`src/logic/isa_pkg.sv`:
```
package isa_pkg;

    // widths fixed by the 12-bit instruction word
    typedef logic [3:0]  data_t;
    typedef logic [2:0]  reg_addr_t;
    typedef logic [3:0]  mem_addr_t;
    typedef logic [11:0] instr_t;

    // values 4 to 7 are undefined and get ignored
    typedef enum logic [2:0] {
        LOAD  = 3'd0,
        STORE = 3'd1,
        SUB   = 3'd2,
        ADD   = 3'd3
    } opcode_e;

    function automatic opcode_e get_opcode(instr_t instr);
        return opcode_e'(instr[11:9]);
    endfunction

    // arithmetic format
    function automatic reg_addr_t get_dst(instr_t instr);
        return instr[8:6];
    endfunction

    function automatic reg_addr_t get_src_a(instr_t instr);
        return instr[5:3];
    endfunction

    function automatic reg_addr_t get_src_b(instr_t instr);
        return instr[2:0];
    endfunction

    // load/store format
    function automatic reg_addr_t get_ls_reg(instr_t instr);
        return instr[6:4];
    endfunction

    function automatic mem_addr_t get_mem_addr(instr_t instr);
        return instr[3:0];
    endfunction

endpackage
```
`src/logic/core_pkg.sv`:
```
package core_pkg;

    typedef enum logic {
        CMD_INSTR,
        CMD_REG_WRITE
    } cmd_kind_e;

    // reg_addr and data only matter for a register write
    typedef struct packed {
        cmd_kind_e          kind;
        isa_pkg::instr_t    instr;
        isa_pkg::reg_addr_t reg_addr;
        isa_pkg::data_t     data;
    } cmd_t;

    typedef struct packed {
        isa_pkg::data_t a;
        isa_pkg::data_t b;
        isa_pkg::data_t y;
    } result_t;

    typedef enum logic {
        ALU_ADD,
        ALU_SUB
    } alu_op_e;

    typedef enum logic [1:0] {
        WB_NONE,
        WB_ALU,
        WB_MEM,
        WB_CMD
    } wb_src_e;

    typedef struct packed {
        isa_pkg::reg_addr_t rd_addr_a;
        isa_pkg::reg_addr_t rd_addr_b;
        isa_pkg::reg_addr_t wr_addr;
        wb_src_e            wb_src;
    } rf_ctrl_t;

    typedef struct packed {
        logic               re;
        logic               we;
        isa_pkg::mem_addr_t addr;
    } mem_ctrl_t;

    typedef enum logic [2:0] {
        IDLE,
        DECODE,
        EXEC,
        WRITEBACK,
        RESULT
    } seq_state_e;

endpackage

```
`src/logic/mini_core.sv`:
```
`timescale 1ns/10ps

module mini_core (
    input  logic              clk,
    input  logic              rst,
    input  core_pkg::cmd_t    cmd,
    input  logic              cmd_valid,
    output logic              cmd_ready,
    output core_pkg::result_t res,
    output logic              res_valid,
    input  logic              res_ready
);
    import isa_pkg::*;
    import core_pkg::*;

    rf_ctrl_t  rf_ctrl;
    mem_ctrl_t mem_ctrl;
    alu_op_e   alu_op;
    logic      alu_start;
    result_t   alu_res;
    data_t     cmd_data;
    data_t     rd_a;
    data_t     rd_b;
    data_t     mem_rdata;

    sequencer i_sequencer (
        .clk       (clk),
        .rst       (rst),
        .cmd       (cmd),
        .cmd_valid (cmd_valid),
        .cmd_ready (cmd_ready),
        .alu_res   (alu_res),
        .res       (res),
        .res_valid (res_valid),
        .res_ready (res_ready),
        .rf_ctrl   (rf_ctrl),
        .cmd_data  (cmd_data),
        .mem_ctrl  (mem_ctrl),
        .alu_op    (alu_op),
        .alu_start (alu_start)
    );

    register_file i_register_file (
        .clk       (clk),
        .rst       (rst),
        .rf_ctrl   (rf_ctrl),
        .alu_y     (alu_res.y),
        .mem_rdata (mem_rdata),
        .cmd_data  (cmd_data),
        .rd_a      (rd_a),
        .rd_b      (rd_b)
    );

    alu i_alu (
        .clk       (clk),
        .rst       (rst),
        .alu_start (alu_start),
        .alu_op    (alu_op),
        .rd_a      (rd_a),
        .rd_b      (rd_b),
        .alu_res   (alu_res)
    );

    // store data comes from read port a
    data_memory i_data_memory (
        .clk       (clk),
        .rst       (rst),
        .mem_ctrl  (mem_ctrl),
        .wdata     (rd_a),
        .mem_rdata (mem_rdata)
    );

endmodule

```
`src/logic/data_memory.sv`:
```
`timescale 1ns/10ps

module data_memory (
    input  logic                clk,
    input  logic                rst,
    input  core_pkg::mem_ctrl_t mem_ctrl,
    input  isa_pkg::data_t      wdata,
    output isa_pkg::data_t      mem_rdata
);
    import isa_pkg::*;
    import core_pkg::*;

    data_t     mem [0:15];
    mem_addr_t addr;

    assign addr = mem_ctrl.addr;

    always_ff @(posedge clk or posedge rst) begin
        if (rst) begin
            mem       <= '{default: '0};
            mem_rdata <= '0;
        end else begin
            if (mem_ctrl.we) begin
                mem[addr] <= wdata;
            end
            // read data held until the next read
            if (mem_ctrl.re) begin
                mem_rdata <= mem[addr];
            end
        end
    end

    // sequencer issues load and store in separate commands
    a_no_rw_overlap: assert property (
        @(posedge clk) disable iff (rst)
        !(mem_ctrl.re && mem_ctrl.we)
    );

endmodule

```
`src/logic/alu.sv`:
```
`timescale 1ns/10ps

module alu (
    input  logic              clk,
    input  logic              rst,
    input  logic              alu_start,
    input  core_pkg::alu_op_e alu_op,
    input  isa_pkg::data_t    rd_a,
    input  isa_pkg::data_t    rd_b,
    output core_pkg::result_t alu_res
);
    import isa_pkg::*;
    import core_pkg::*;

    data_t y_next;

    // 4-bit wraparound, no carry or borrow kept
    always_comb begin
        if (alu_op == ALU_SUB) begin
            y_next = rd_a - rd_b;
        end else begin
            y_next = rd_a + rd_b;
        end
    end

    // operands go out with the result as one record
    always_ff @(posedge clk or posedge rst) begin
        if (rst) begin
            alu_res <= '0;
        end else if (alu_start) begin
            alu_res.a <= rd_a;
            alu_res.b <= rd_b;
            alu_res.y <= y_next;
        end
    end

    a_op_known: assert property (
        @(posedge clk) disable iff (rst)
        alu_start |-> !$isunknown(alu_op)
    );

endmodule

```
`src/logic/register_file.sv`:
```
`timescale 1ns/10ps

module register_file (
    input  logic               clk,
    input  logic               rst,
    input  core_pkg::rf_ctrl_t rf_ctrl,
    input  isa_pkg::data_t     alu_y,
    input  isa_pkg::data_t     mem_rdata,
    input  isa_pkg::data_t     cmd_data,
    output isa_pkg::data_t     rd_a,
    output isa_pkg::data_t     rd_b
);
    import isa_pkg::*;
    import core_pkg::*;

    data_t regs [0:7];
    data_t wr_data;

    // writeback source select
    always_comb begin
        case (rf_ctrl.wb_src)
            WB_ALU:  wr_data = alu_y;
            WB_MEM:  wr_data = mem_rdata;
            default: wr_data = cmd_data;
        endcase
    end

    always_ff @(posedge clk or posedge rst) begin
        if (rst) begin
            regs <= '{default: '0};
        end else if (rf_ctrl.wb_src != WB_NONE) begin
            regs[rf_ctrl.wr_addr] <= wr_data;
        end
    end

    // two asynchronous read ports
    assign rd_a = regs[rf_ctrl.rd_addr_a];
    assign rd_b = regs[rf_ctrl.rd_addr_b];

    a_wb_known: assert property (
        @(posedge clk) disable iff (rst)
        !$isunknown(rf_ctrl.wb_src)
    );

endmodule

```
`src/logic/sequencer.sv`:
```
`timescale 1ns/10ps

module sequencer (
    input  logic                clk,
    input  logic                rst,
    input  core_pkg::cmd_t      cmd,
    input  logic                cmd_valid,
    output logic                cmd_ready,
    input  core_pkg::result_t   alu_res,
    output core_pkg::result_t   res,
    output logic                res_valid,
    input  logic                res_ready,
    output core_pkg::rf_ctrl_t  rf_ctrl,
    output isa_pkg::data_t      cmd_data,
    output core_pkg::mem_ctrl_t mem_ctrl,
    output core_pkg::alu_op_e   alu_op,
    output logic                alu_start
);
    import isa_pkg::*;
    import core_pkg::*;

    seq_state_e state;
    seq_state_e state_next;
    cmd_t       cmd_q;
    result_t    res_q;
    opcode_e    opcode;
    logic       is_reg_write;
    logic       is_arith;

    assign opcode       = get_opcode(cmd_q.instr);
    assign is_reg_write = (cmd_q.kind == CMD_REG_WRITE);
    assign is_arith     = !is_reg_write && (opcode == ADD || opcode == SUB);

    always_comb begin
        state_next = state;
        case (state)
            IDLE: begin
                // register writes skip decode and execute
                if (cmd_valid) begin
                    if (cmd.kind == CMD_REG_WRITE) begin
                        state_next = WRITEBACK;
                    end else begin
                        state_next = DECODE;
                    end
                end
            end
            DECODE: begin
                case (opcode)
                    LOAD, STORE, SUB, ADD: state_next = EXEC;
                    default:               state_next = IDLE;
                endcase
            end
            EXEC: begin
                // store finishes with the memory write
                if (opcode == STORE) begin
                    state_next = IDLE;
                end else begin
                    state_next = WRITEBACK;
                end
            end
            WRITEBACK: begin
                if (is_arith) begin
                    state_next = RESULT;
                end else begin
                    state_next = IDLE;
                end
            end
            RESULT: begin
                if (res_ready) begin
                    state_next = IDLE;
                end
            end
            default: state_next = IDLE;
        endcase
    end

    always_ff @(posedge clk or posedge rst) begin
        if (rst) begin
            state <= IDLE;
        end else begin
            state <= state_next;
        end
    end

    // command and result holding registers
    always_ff @(posedge clk) begin
        if (state == IDLE && cmd_valid) begin
            cmd_q <= cmd;
        end
        if (state == WRITEBACK && is_arith) begin
            res_q <= alu_res;
        end
    end

    // store reads its source through port a, which also feeds memory wdata
    always_comb begin
        rf_ctrl.rd_addr_a = (opcode == STORE) ? get_ls_reg(cmd_q.instr) : get_src_a(cmd_q.instr);
        rf_ctrl.rd_addr_b = get_src_b(cmd_q.instr);
        rf_ctrl.wr_addr   = get_dst(cmd_q.instr);
        rf_ctrl.wb_src    = WB_NONE;
        if (state == WRITEBACK) begin
            if (is_reg_write) begin
                rf_ctrl.wr_addr = cmd_q.reg_addr;
                rf_ctrl.wb_src  = WB_CMD;
            end else if (opcode == LOAD) begin
                rf_ctrl.wr_addr = get_ls_reg(cmd_q.instr);
                rf_ctrl.wb_src  = WB_MEM;
            end else if (is_arith) begin
                rf_ctrl.wb_src  = WB_ALU;
            end
        end
    end

    assign mem_ctrl.re   = (state == EXEC) && (opcode == LOAD);
    assign mem_ctrl.we   = (state == EXEC) && (opcode == STORE);
    assign mem_ctrl.addr = get_mem_addr(cmd_q.instr);

    assign alu_op    = (opcode == SUB) ? ALU_SUB : ALU_ADD;
    assign alu_start = (state == EXEC) && is_arith;

    assign cmd_data  = cmd_q.data;
    assign cmd_ready = (state == IDLE);
    assign res_valid = (state == RESULT);
    assign res       = res_q;

    // result held under back-pressure
    a_res_stable: assert property (
        @(posedge clk) disable iff (rst)
        res_valid && !res_ready |=> res_valid && $stable(res)
    );

    // ready drops on the edge that takes a command
    a_ready_drop: assert property (
        @(posedge clk) disable iff (rst)
        cmd_valid && cmd_ready |=> !cmd_ready
    );

endmodule

```
`config.mk`:
```
export PLATFORM = sky130hd
export DESIGN_NAME = mini_core
export DESIGN_NICKNAME = d
export VERILOG_FILES = /design/src/logic/isa_pkg.sv /design/src/logic/core_pkg.sv /design/src/logic/mini_core.sv /design/src/logic/data_memory.sv /design/src/logic/alu.sv /design/src/logic/register_file.sv /design/src/logic/sequencer.sv
export SDC_FILE = /design/constraint.sdc
export NUM_CORES = 1
export LEC_CHECK = 0
export ABC_AREA = 1
export BUFFER_PORTS_ARGS = -buffer_cell sky130_fd_sc_hd__buf_4
export CAP_MARGIN = 20
export CORE_MARGIN = 2
export CORE_UTILIZATION = 56
export CTS_CLUSTER_DIAMETER = 60
export DETAILED_ROUTE_END_ITERATION = 7
export PLACE_DENSITY = 0.84
export SLEW_MARGIN = 20
export SYNTH_ARGS = -nofsm -noshare
export SYNTH_HDL_FRONTEND = slang
export SYNTH_HIERARCHICAL = 1
export SYNTH_SLANG_ARGS = --single-unit
```
`constraint.sdc`:
```
create_clock -name clk -period 2.67 [get_ports clk]
set_clock_uncertainty 0.15 [all_clocks]
set_input_delay 0.1335 -clock clk [delete_from_list [all_inputs] [get_ports clk]]
set_output_delay 0.1335 -clock clk [all_outputs]
set_load 0.02 [all_outputs]
```
---- After elaboration in Yosys (flattened, before gate mapping) ----
Cells that the tools add are included.
operators by class
  add/sub/neg operators ................... 2
  order comparisons ....................... 6
  eq/ne operators ......................... 11
  mux-type cells .......................... 31
  bitwise logic cells ..................... 4
  reductions and logical operators ........ 15
operators with widths
  kind                count
  $bwmux 64           1
  $mux 4              9
  $bwmux 32           1
  $bmux 4 s3          2
  $bmux 4 s4          1
  $demux 4 s4         1
  $mux 3              5
  $pmux 3 s5          1
  $demux 4 s3         1
  $eq 3x2->1 const B  4
  $ge 4x4->1 const B  3
  $not 3->4           3
  $mux 5              2
  $logic_and 1x1->1   8
  $mux 2              4
  $pmux 4 s2          1
  $eq 3x1->1 const B  2
  $logic_not 3->1     2
  $ge 5x5->1 const B  1
  $lt 5x1->1 const B  1
  $not 4->5           1
  $add 4x4->4         1
  $lt 4x1->1 const B  1
  $reduce_or 4->1     1
  11 further kinds    12
word-level totals
  register bits after elaboration ......... 147
  input bits .............................. 24
  output and inout port bits .............. 14
  word-level logic and storage cells ...... 105

---- Longest topological paths before layout ----
Gate-level depths: netlist of the first run.
  word-level depth ........................ 13
  mapped depth ............................ 23
  depth with buffers taken out ............ 21

---- Cells and area by module ----
The synthesis of the first run kept the hierarchy.
by module, submodules not included
  module         times used  cells an instance  area each (um2)  sequential area each (um2)
  data_memory    1           416                3239.4           1701.6
  register_file  1           322                2194.6           800.8
  sequencer      1           114                1415.1           1036.0
  alu            1           78                 635.6            300.3

---- Least setup slack after synthesis of the first run ----
OpenSTA, ideal clock, no wires.
  path kind ............................... reg-to-reg
  start point ............................. register i_sequencer/cmd_q[17] in the netlist's numbering
  end point ............................... register, netlist name i_alu/alu_res[2]
  setup time .............................. 0.083 ns
  arrival time ............................ 2.422 ns
  required time ........................... 2.437 ns
  setup slack ............................. 0.015 ns
  stages on the path, launching flop included .. 19
  buffers on the path ..................... 2
  clock period less this slack ............ 2.655 ns
  cells stage by stage .................... edfxtp_1 -> inv_1 -> nand2_1 -> nor2_4 -> inv_1 -> o21ai_0 -> buf_6 -> inv_4 -> buf_6 -> nand2_1 -> nand3_1 -> nand2_1 -> nand2_1 -> nand2_1 -> inv_1 -> ha_1 -> fa_1 -> xor2_1 -> o21ai_0
RTL lines
  item                      line             RTL
  start: declaration        sequencer.sv:24  cmd_t cmd_q;
  start signal: assignment  sequencer.sv:88  cmd_q <= cmd;

==> metrics.md, run 1 <==
| Metric | Value |
|---|---|
| Outcome | `complete, but fails checks` |
| Failing checks | `setup timing` |
| Peak VDD IR | `0.000879 V` |
| IO buf count | `37` |
| Wirelength per Cell | `17.7 um` |
| Antenna diodes | `0` |
| Syn Nets | `962` |
| Gpl congestion | `0.927` |
| Critical Path Max Stage Delay | `0.53 ns` |
| GRT Util Overall | `30.2%` |
| Synth Warn # | `6` |
| 1st-iter DRT viols | `816` |
| DP Wirelength | `12800 um` |
| Critical path cell sequence | `inv_2, nand2_2, nor2_4, buf_4, nand2_1, o21ai_2, buf_6, nand3_1, nand2_1, nand2_1, nand2_1, inv_2, ha_4, fa_2, o21ai_2` |
| Final cell count without fillers | `1203` |
| Max-slew headroom | `57.7%` |
| Max Root-Sink Buffers | `2` |
| Die Y | `120 um` |
| Layout cells sized above 1 | `19.4%` |
| Clk Latency, worst-skew pair | `0.43 ns` |
| Slowest-stage cell, CP | `fa_2` |
| Final wirelength | `21300 um` |
| # DRC | `0` |
| Sequential element share of the synthesized area | `51.3%` |
| DIE WIDTH | `120 um` |
| Mapped cell area | `7480 um^2` |
| CTS tree | `built` |
| Largest net degree at the start of global routing | `69` |
| Total iterations of the first detailed-routing run | `6` |
| Crit share post-route | `103%` |
| Worst EP arrival | `2.89 ns` |
| Die area | `14300 um^2` |
| Reg clk slew, reported paths | `0.06 ns` |
| Antenna Violating Nets Remaining | `0` |
| Gate count of the mapped netlist | `930` |
| Multi-input gate area | `3230 um^2` |
| First-pass GRT wire length | `33300 um` |
| Io pins | `38` |
| Setup Viol. Count Final | `3` |
| # clock sinks | `147` |
| CTS Root Cell | `clkbuf_16` |
| Highest clock rate | `0.364 GHz` |
| Cell family with most CP delay | `adder cells` |
| Setup crit end kind | `flip-flop` |
| Antenna violations before repair | `0` |
| Worst Hold Class | `in2async` |
| Most frequent CP cell | `nand2_1` |
| Register area | `3840 um^2` |
| # nets final | `1046` |
| Core Rows | `42` |
| Critical Path RT | `2.82 ns` |
| RSZ-0062 raised after global routing | `yes` |
| Vias per std cell | `5.63` |
| Power Density | `1050 nW/um^2` |
| Total number of vias | `6774` |
| Leak | `4.37 nW` |
| Synth-to-Final Area Change | `21.9%` |
| Gr ovfl total | `0` |
| Worst setup margin | `-0.0736 ns` |
| Core ar. | `13100 um^2` |
| Final Hold Fails | `0` |
| Setup CP Type | `reg2reg` |
| WP buf/inv | `4` |
| Starting Density | `57.0%` |
| Fin crit period | `2.74 ns` |
| Worst-Margin Slew | `0.634 ns` |
| CTS HTree Levels | `4` |
| Cts bufs inserted | `17` |
| Crit Path Max Fanout | `8` |
| Crit start category | `flip-flop` |
| Total power | `9.60 mW` |
| # fillers | `957` |
| Util after Layout | `69.4%` |
| Synth Area per Inst | `8.05 um^2` |
| Slew Limit Fails | `0` |
| Placed cells | `1133` |
| Yosys reg bits | `147` |
| Max cap viols | `0` |
| Vias in the first global route | `6630` |
| Yosys cell types | `29` |
-- final timing paths --
kind	to	cells past startpoint	startpoint	slack, ns
worst max-delay path	i_alu/alu_res[1]$_DFFE_PP0P_	15	i_sequencer/cmd_q[17]$_DFFE_PP_	-0.07
worst min-delay path	i_sequencer/state[1]$_DFFE_PP0P_	3	rst	0.06
worst max register to register	i_alu/alu_res[1]$_DFFE_PP0P_	15	i_sequencer/cmd_q[17]$_DFFE_PP_	-0.07
worst min register to register	i_sequencer/res[10]$_DFFE_PP_	0	i_alu/alu_res[10]$_DFFE_PP0P_	0.31
max in group asynchronous	i_register_file/regs[8]$_DFFE_PP0P_	4	rst	1.79
min in group clk	i_sequencer/cmd_q[11]$_DFFE_PP_	2	cmd[11]	0.27
-- cells in the mapped netlist --
| cell | n | area (um^2) |
|---|---|---|
| nor2_1 | 58 | 218 |
| dfrtp_1 | 115 | 2880 |
| clkinv_1 | 1 | 3.75 |
| or2_1 | 4 | 25.0 |
| nor3_1 | 2 | 10.0 |
| nand3b_1 | 1 | 7.51 |
| o21ai_2 | 2 | 17.5 |
| buf_6 | 10 | 113 |
| nand3_1 | 95 | 475 |
| inv_2 | 8 | 30.0 |
| ha_1 | 7 | 87.6 |
| nand2_1 | 335 | 1260 |
| nand4_1 | 4 | 25.0 |
| inv_1 | 76 | 285 |
| nor3_4 | 2 | 32.5 |
| nor2_2 | 1 | 6.26 |
| clkbuf_1 | 6 | 22.5 |
| edfxtp_1 | 32 | 961 |
| inv_4 | 3 | 18.8 |
| a21oi_1 | 28 | 140 |
| o21ai_1 | 20 | 100 |
| o21ai_0 | 68 | 340 |
| nand2_4 | 2 | 22.5 |
| nor2_4 | 15 | 169 |
| xor2_1 | 2 | 17.5 |
| buf_2 | 12 | 60.1 |
| buf_4 | 13 | 97.6 |
| nand2_2 | 7 | 43.8 |
| fa_1 | 1 | 20.0 |
-- power breakdown --
| group | switching (mW) | total, mW | leakage [nW] | internal, mW |
|---|---|---|---|---|
| Clock | 0.955 | 2.44 | 0.287 | 1.48 |
| Combinational | 2.57 | 3.91 | 2.25 | 1.34 |
| Sequential | 0.327 | 3.25 | 1.84 | 2.92 |
-- cell usage in the layout, fill, tap and decap left out, types with 2 or more instances in the layout --
master and count:
o21ai_0 62, inv_2 17, buf_6 6, a21oi_1 27
ha_4 3, inv_4 2, or2_1 4, bufinv_16 3
clkinvlp_4 3, inv_8 2, clkinv_2 3, edfxtp_1 32
nand2_2 20, nand3_1 87, clkbuf_16 17, clkinv_4 2
nor3_4 2, inv_1 66, nand3_2 8, dfrtp_1 115
clkinv_1 3, nor2_4 16, dlygate4sd3_1 24, buf_4 74
nor2_1 57, nor3_1 2, o21ai_2 5, nand2_1 317
nand2_4 7, o21ai_1 22, nand4_1 4, ha_1 4
-- timing repair --
item,in CTS,in global routing
endpoints found under the hold margin,138,0
gates resized for setup,12,62
hold buffers,24,0
endpoints found under the setup margin,3,11
setup buffers,8,4
pin swaps,4,22
cloned,1,1
-- logic make-up after synthesis --
group / count (synthesis) / synth area share, %
adder cells (fa/ha/maj): 8 / 1.44
AO/OA/AOI/OAI: 118 / 7.99
AND/OR/NAND/NOR: 526 / 30.6
buffers and inverters: 129 / 8.43
XOR/XNOR: 2 / 0.234
flip-flops: 147 / 51.3
-- layer usage --
layer | GRT usage (%) | routed length [um]
met2 | 51.1 | 10600
met1 | 36.6 | 7770
met4 | 15.2 | 1070
met5 | 0 | 0
met3 | 6.37 | 1820
-- worst register-to-register path, delay by kind of cell, from the launching register on --
kind / cells / cell delay, ns
buffers and inverters: 4 / 0.50
adder cells (fa/ha/maj): 2 / 0.69
AO/OA/AOI/OAI: 2 / 0.19
flip-flops: 1 / 0.42
AND/OR/NAND/NOR: 7 / 0.66
-- area by class of cell --
cell class              count  share of cell area [%]
clock buffers              18                    4.81
inverters                  88                    3.84
well taps                 176                    2.41
repair buffers            106                    9.74
multi-input cells         654                    35.4
clock inverters            14                    1.77
flip-flops and latches    147                    42.1
-- sequential cells by signal, summed over array words and instances (netlist names) --
signal                    count
i_data_memory/mem            64
i_register_file/regs         32
i_alu/alu_res                12
i_sequencer/res              12
i_sequencer/cmd_q            11
i_data_memory/mem_rdata       4
i_sequencer/cmd_data          4
i_sequencer/mem_ctrl          4
i_sequencer/state             3
i_sequencer/is_reg_write      1
-- per-stage QoR --
step | instance area [um^2] | TNS (ns) | hold WS, ns | setup slack [ns]
after detailed placement | 7940 | -0.130 | -0.0946 | -0.0664
final | 9120 | -0.126 | 0.0577 | -0.0736
after CTS | 8870 | 0 | 0.0103 | 0.00726
after global routing | 9120 | -0.458 | 0.0648 | -0.171
after global placement | 7940 | 0 | -0.105 | 0.00477
after floorplan | 7480 | 0 | -0.263 | 0.0151
Power figures use the tool's default switching activity.
==> inputs of run 2 (changes only) <==
- SKIP_LAST_GASP: not set -> 1
==> run 2 against run 1 <==
Net effect:
- the run still ends with setup timing left
- clock-buffer cell count unchanged
- die area unchanged
- via count increased by 0.90%
- critical endpoint unchanged
- highest routed layer unchanged
==> metrics.md, run 2 (same netlist as run 1, synthesis figures left out) <==
| Metric | Value |
|---|---|
| Max-slew headroom | `57.3% (was 57.7%)` |
| Final Hold Fails | `0 (unchanged)` |
| Largest Register | `i_data_memory/mem (unchanged)` |
| Core Rows | `42 (unchanged)` |
| Worst r2r src | `i_sequencer/cmd_q[17]$_DFFE_PP_ (unchanged)` |
| Outcome | `complete, but fails checks (unchanged)` |
| Total iterations of the first detailed-routing run | `7 (was 6)` |
| Largest net degree at the start of global routing | `69 (unchanged)` |
| # clock sinks | `147 (unchanged)` |
| Crit start category | `flip-flop (unchanged)` |
| Final wirelength | `21200 um (was 21300 um)` |
| Crit Path Max Fanout | `8 (unchanged)` |
| 1st-iter DRT viols | `882 (was 816)` |
| Die area | `14300 um^2 (unchanged)` |
| Slew Limit Fails | `0 (unchanged)` |
| Commonest cells after routing, fill and taps aside | `nand2_1, dfrtp_1, nand3_1 (unchanged)` |
| Leak | `4.37 nW (about the same)` |
| Top flop regs | `i_data_memory/mem x64, i_register_file/regs x32 (unchanged)` |
| GRT Util Overall | `30.2% (unchanged)` |
| Worst EP arrival | `2.88 ns (was 2.89 ns)` |
| Gr ovfl total | `0 (unchanged)` |
| Antenna diodes | `0 (unchanged)` |
| Worst R2R Setup Slack | `-0.07 ns (about the same)` |
| Setup Viol. Count Final | `2 (was 3)` |
| Util after Layout | `69.4% (about the same)` |
| Vias in the first global route | `6630 (unchanged)` |
| IO buf count | `37 (unchanged)` |
| Gpl congestion | `0.927 (unchanged)` |
| Starting Density | `57.0% (unchanged)` |
| # fillers | `958 (was 957)` |
| Total power | `9.57 mW (was 9.60 mW)` |
| Failing checks | `setup timing (unchanged)` |
| # nets final | `1046 (unchanged)` |
| Antenna Violating Nets Remaining | `0 (unchanged)` |
| # DRC | `0 (unchanged)` |
| Placed cells | `1133 (unchanged)` |
| Fin crit period | `2.74 ns (about the same)` |
| DP Wirelength | `12800 um (unchanged)` |
| Setup crit end kind | `flip-flop (unchanged)` |
| Max cap viols | `0 (unchanged)` |
| Critical Path RT | `2.81 ns (was 2.82 ns)` |
| Most common cell after layout, fill and taps aside | `nand2_1 (unchanged)` |
| RSZ-0062 raised after global routing | `yes (unchanged)` |
| Reg clk slew, reported paths | `0.06 ns (about the same)` |
| Io pins | `38 (unchanged)` |
| Worst setup margin | `-0.0716 ns (was -0.0736 ns)` |
| Peak VDD IR | `0.000876 V (was 0.000879 V)` |
| Setup TNS | `-0.123 ns (was -0.126 ns)` |
| Reg2Reg Depth | `15 (unchanged)` |
| Synth-to-Final Area Change | `21.8% (was 21.9%)` |
| Total number of vias | `6835 (was 6774)` |
| Core ar. | `13100 um^2 (unchanged)` |
| FF-to-FF End | `i_alu/alu_res[1]$_DFFE_PP0P_ (unchanged)` |
| Worst-Margin Slew | `0.640 ns (was 0.634 ns)` |
| Final cell count without fillers | `1203 (unchanged)` |
| First-pass GRT wire length | `33300 um (unchanged)` |
| Cts bufs inserted | `17 (unchanged)` |
| Highest clock rate | `0.365 GHz (was 0.364 GHz)` |
| CTS tree | `built (unchanged)` |
| Max Root-Sink Buffers | `2 (unchanged)` |
| Max reg flops | `64 (unchanged)` |
| Wirelength per Cell | `17.7 um (about the same)` |
| DIE WIDTH | `120 um (unchanged)` |
| Setup CP Type | `reg2reg (unchanged)` |
| Die Y | `120 um (unchanged)` |
| Crit share post-route | `103% (about the same)` |
| Min Hold Slack | `0.0525 ns (was 0.0577 ns)` |
| Vias per std cell | `5.68 (was 5.63)` |
| Layout cells sized above 1 | `19.2% (was 19.4%)` |
| Power Density | `1050 nW/um^2 (about the same)` |
| CTS HTree Levels | `4 (unchanged)` |
| Antenna violations before repair | `0 (unchanged)` |
| CTS Root Cell | `clkbuf_16 (unchanged)` |
| Worst Hold Class | `in2async (unchanged)` |
| Clk Latency, worst-skew pair | `0.43 ns (about the same)` |
[run 2: final cells by class]
class | instances | area [um^2] | area share, %
timing repair buffer | 106 | 888 | 9.74
tap | 176 | 220 | 2.41
sequential | 147 | 3840 | 42.1
multi-input combinational | 654 | 3220 | 35.3
clock inverter | 14 | 161 | 1.77
clock buffer | 18 | 439 | 4.82
inverter | 88 | 350 | 3.84
[run 2: worst max-delay path, cell delays in order (launching register included)]
cell      delay, ns
edfxtp_1       0.42
inv_2          0.09
nand2_2        0.07
nor2_4         0.12
buf_4          0.16
nand2_1        0.09
o21ai_2        0.12
buf_6          0.18
nand3_1        0.08
nand2_1        0.08
nand2_1        0.08
nand2_1        0.14
inv_2          0.07
ha_4           0.16
fa_2           0.53
o21ai_2        0.07
[run 2: report_power, final]
| part | switching, mW | leakage, nW | internal, mW |
|---|---|---|---|
| clock | 0.955 | 0.287 | 1.49 |
| combinational | 2.54 | 2.25 | 1.34 |
| sequential | 0.326 | 1.84 | 2.92 |
[run 2: stage by stage]
step / area (um^2) / worst slack, ns
floorplan: 7480 / 0.0151
global placement: 7940 / 0.00477
detailed placement: 7940 / -0.0664
CTS: 8870 / 0.00726
global route: 9120 / -0.153
finish: 9120 / -0.0716
[run 2: routing by layer]
layer | vias up | global-route usage (%) | wire, um
met4 | 0 | 15.2 | 1210
li1 | 3124 | - | -
met1 | 3199 | 36.6 | 7850
met2 | 396 | 51.1 | 10500
met5 | - | 0 | 0
met3 | 116 | 6.37 | 1660
[run 2: what timing repair did]
action,CTS,global route
buffers inserted,8,4
setup endpoints to repair,3,11
gates resized for setup,12,60
hold buffers,24,0
hold endpoints to repair,138,0
pin swaps,4,22
gates cloned,1,1
[run 2: worst max-delay path by stage]
stage / from / to / cells after the start / slack [ns]
3_5_place_dp: i_sequencer/cmd_q[17]$_DFFE_PP_ / i_alu/alu_res[2]$_DFFE_PP0P_ / 17 / -0.07
6_report: i_sequencer/cmd_q[17]$_DFFE_PP_ / i_alu/alu_res[1]$_DFFE_PP0P_ / 15 / -0.07
2_1_floorplan: i_sequencer/cmd_q[17]$_DFFE_PP_ / i_alu/alu_res[2]$_DFFE_PP0P_ / 18 / 0.02
4_1_cts: i_sequencer/mem_ctrl[1]$_DFFE_PP_ / i_alu/alu_res[3]$_DFFE_PP0P_ / 16 / 0.007
3_3_place_gp: i_sequencer/cmd_q[17]$_DFFE_PP_ / i_alu/alu_res[2]$_DFFE_PP0P_ / 17 / 0.005
5_1_grt: i_sequencer/cmd_q[17]$_DFFE_PP_ / i_alu/alu_res[2]$_DFFE_PP0P_ / 16 / -0.15
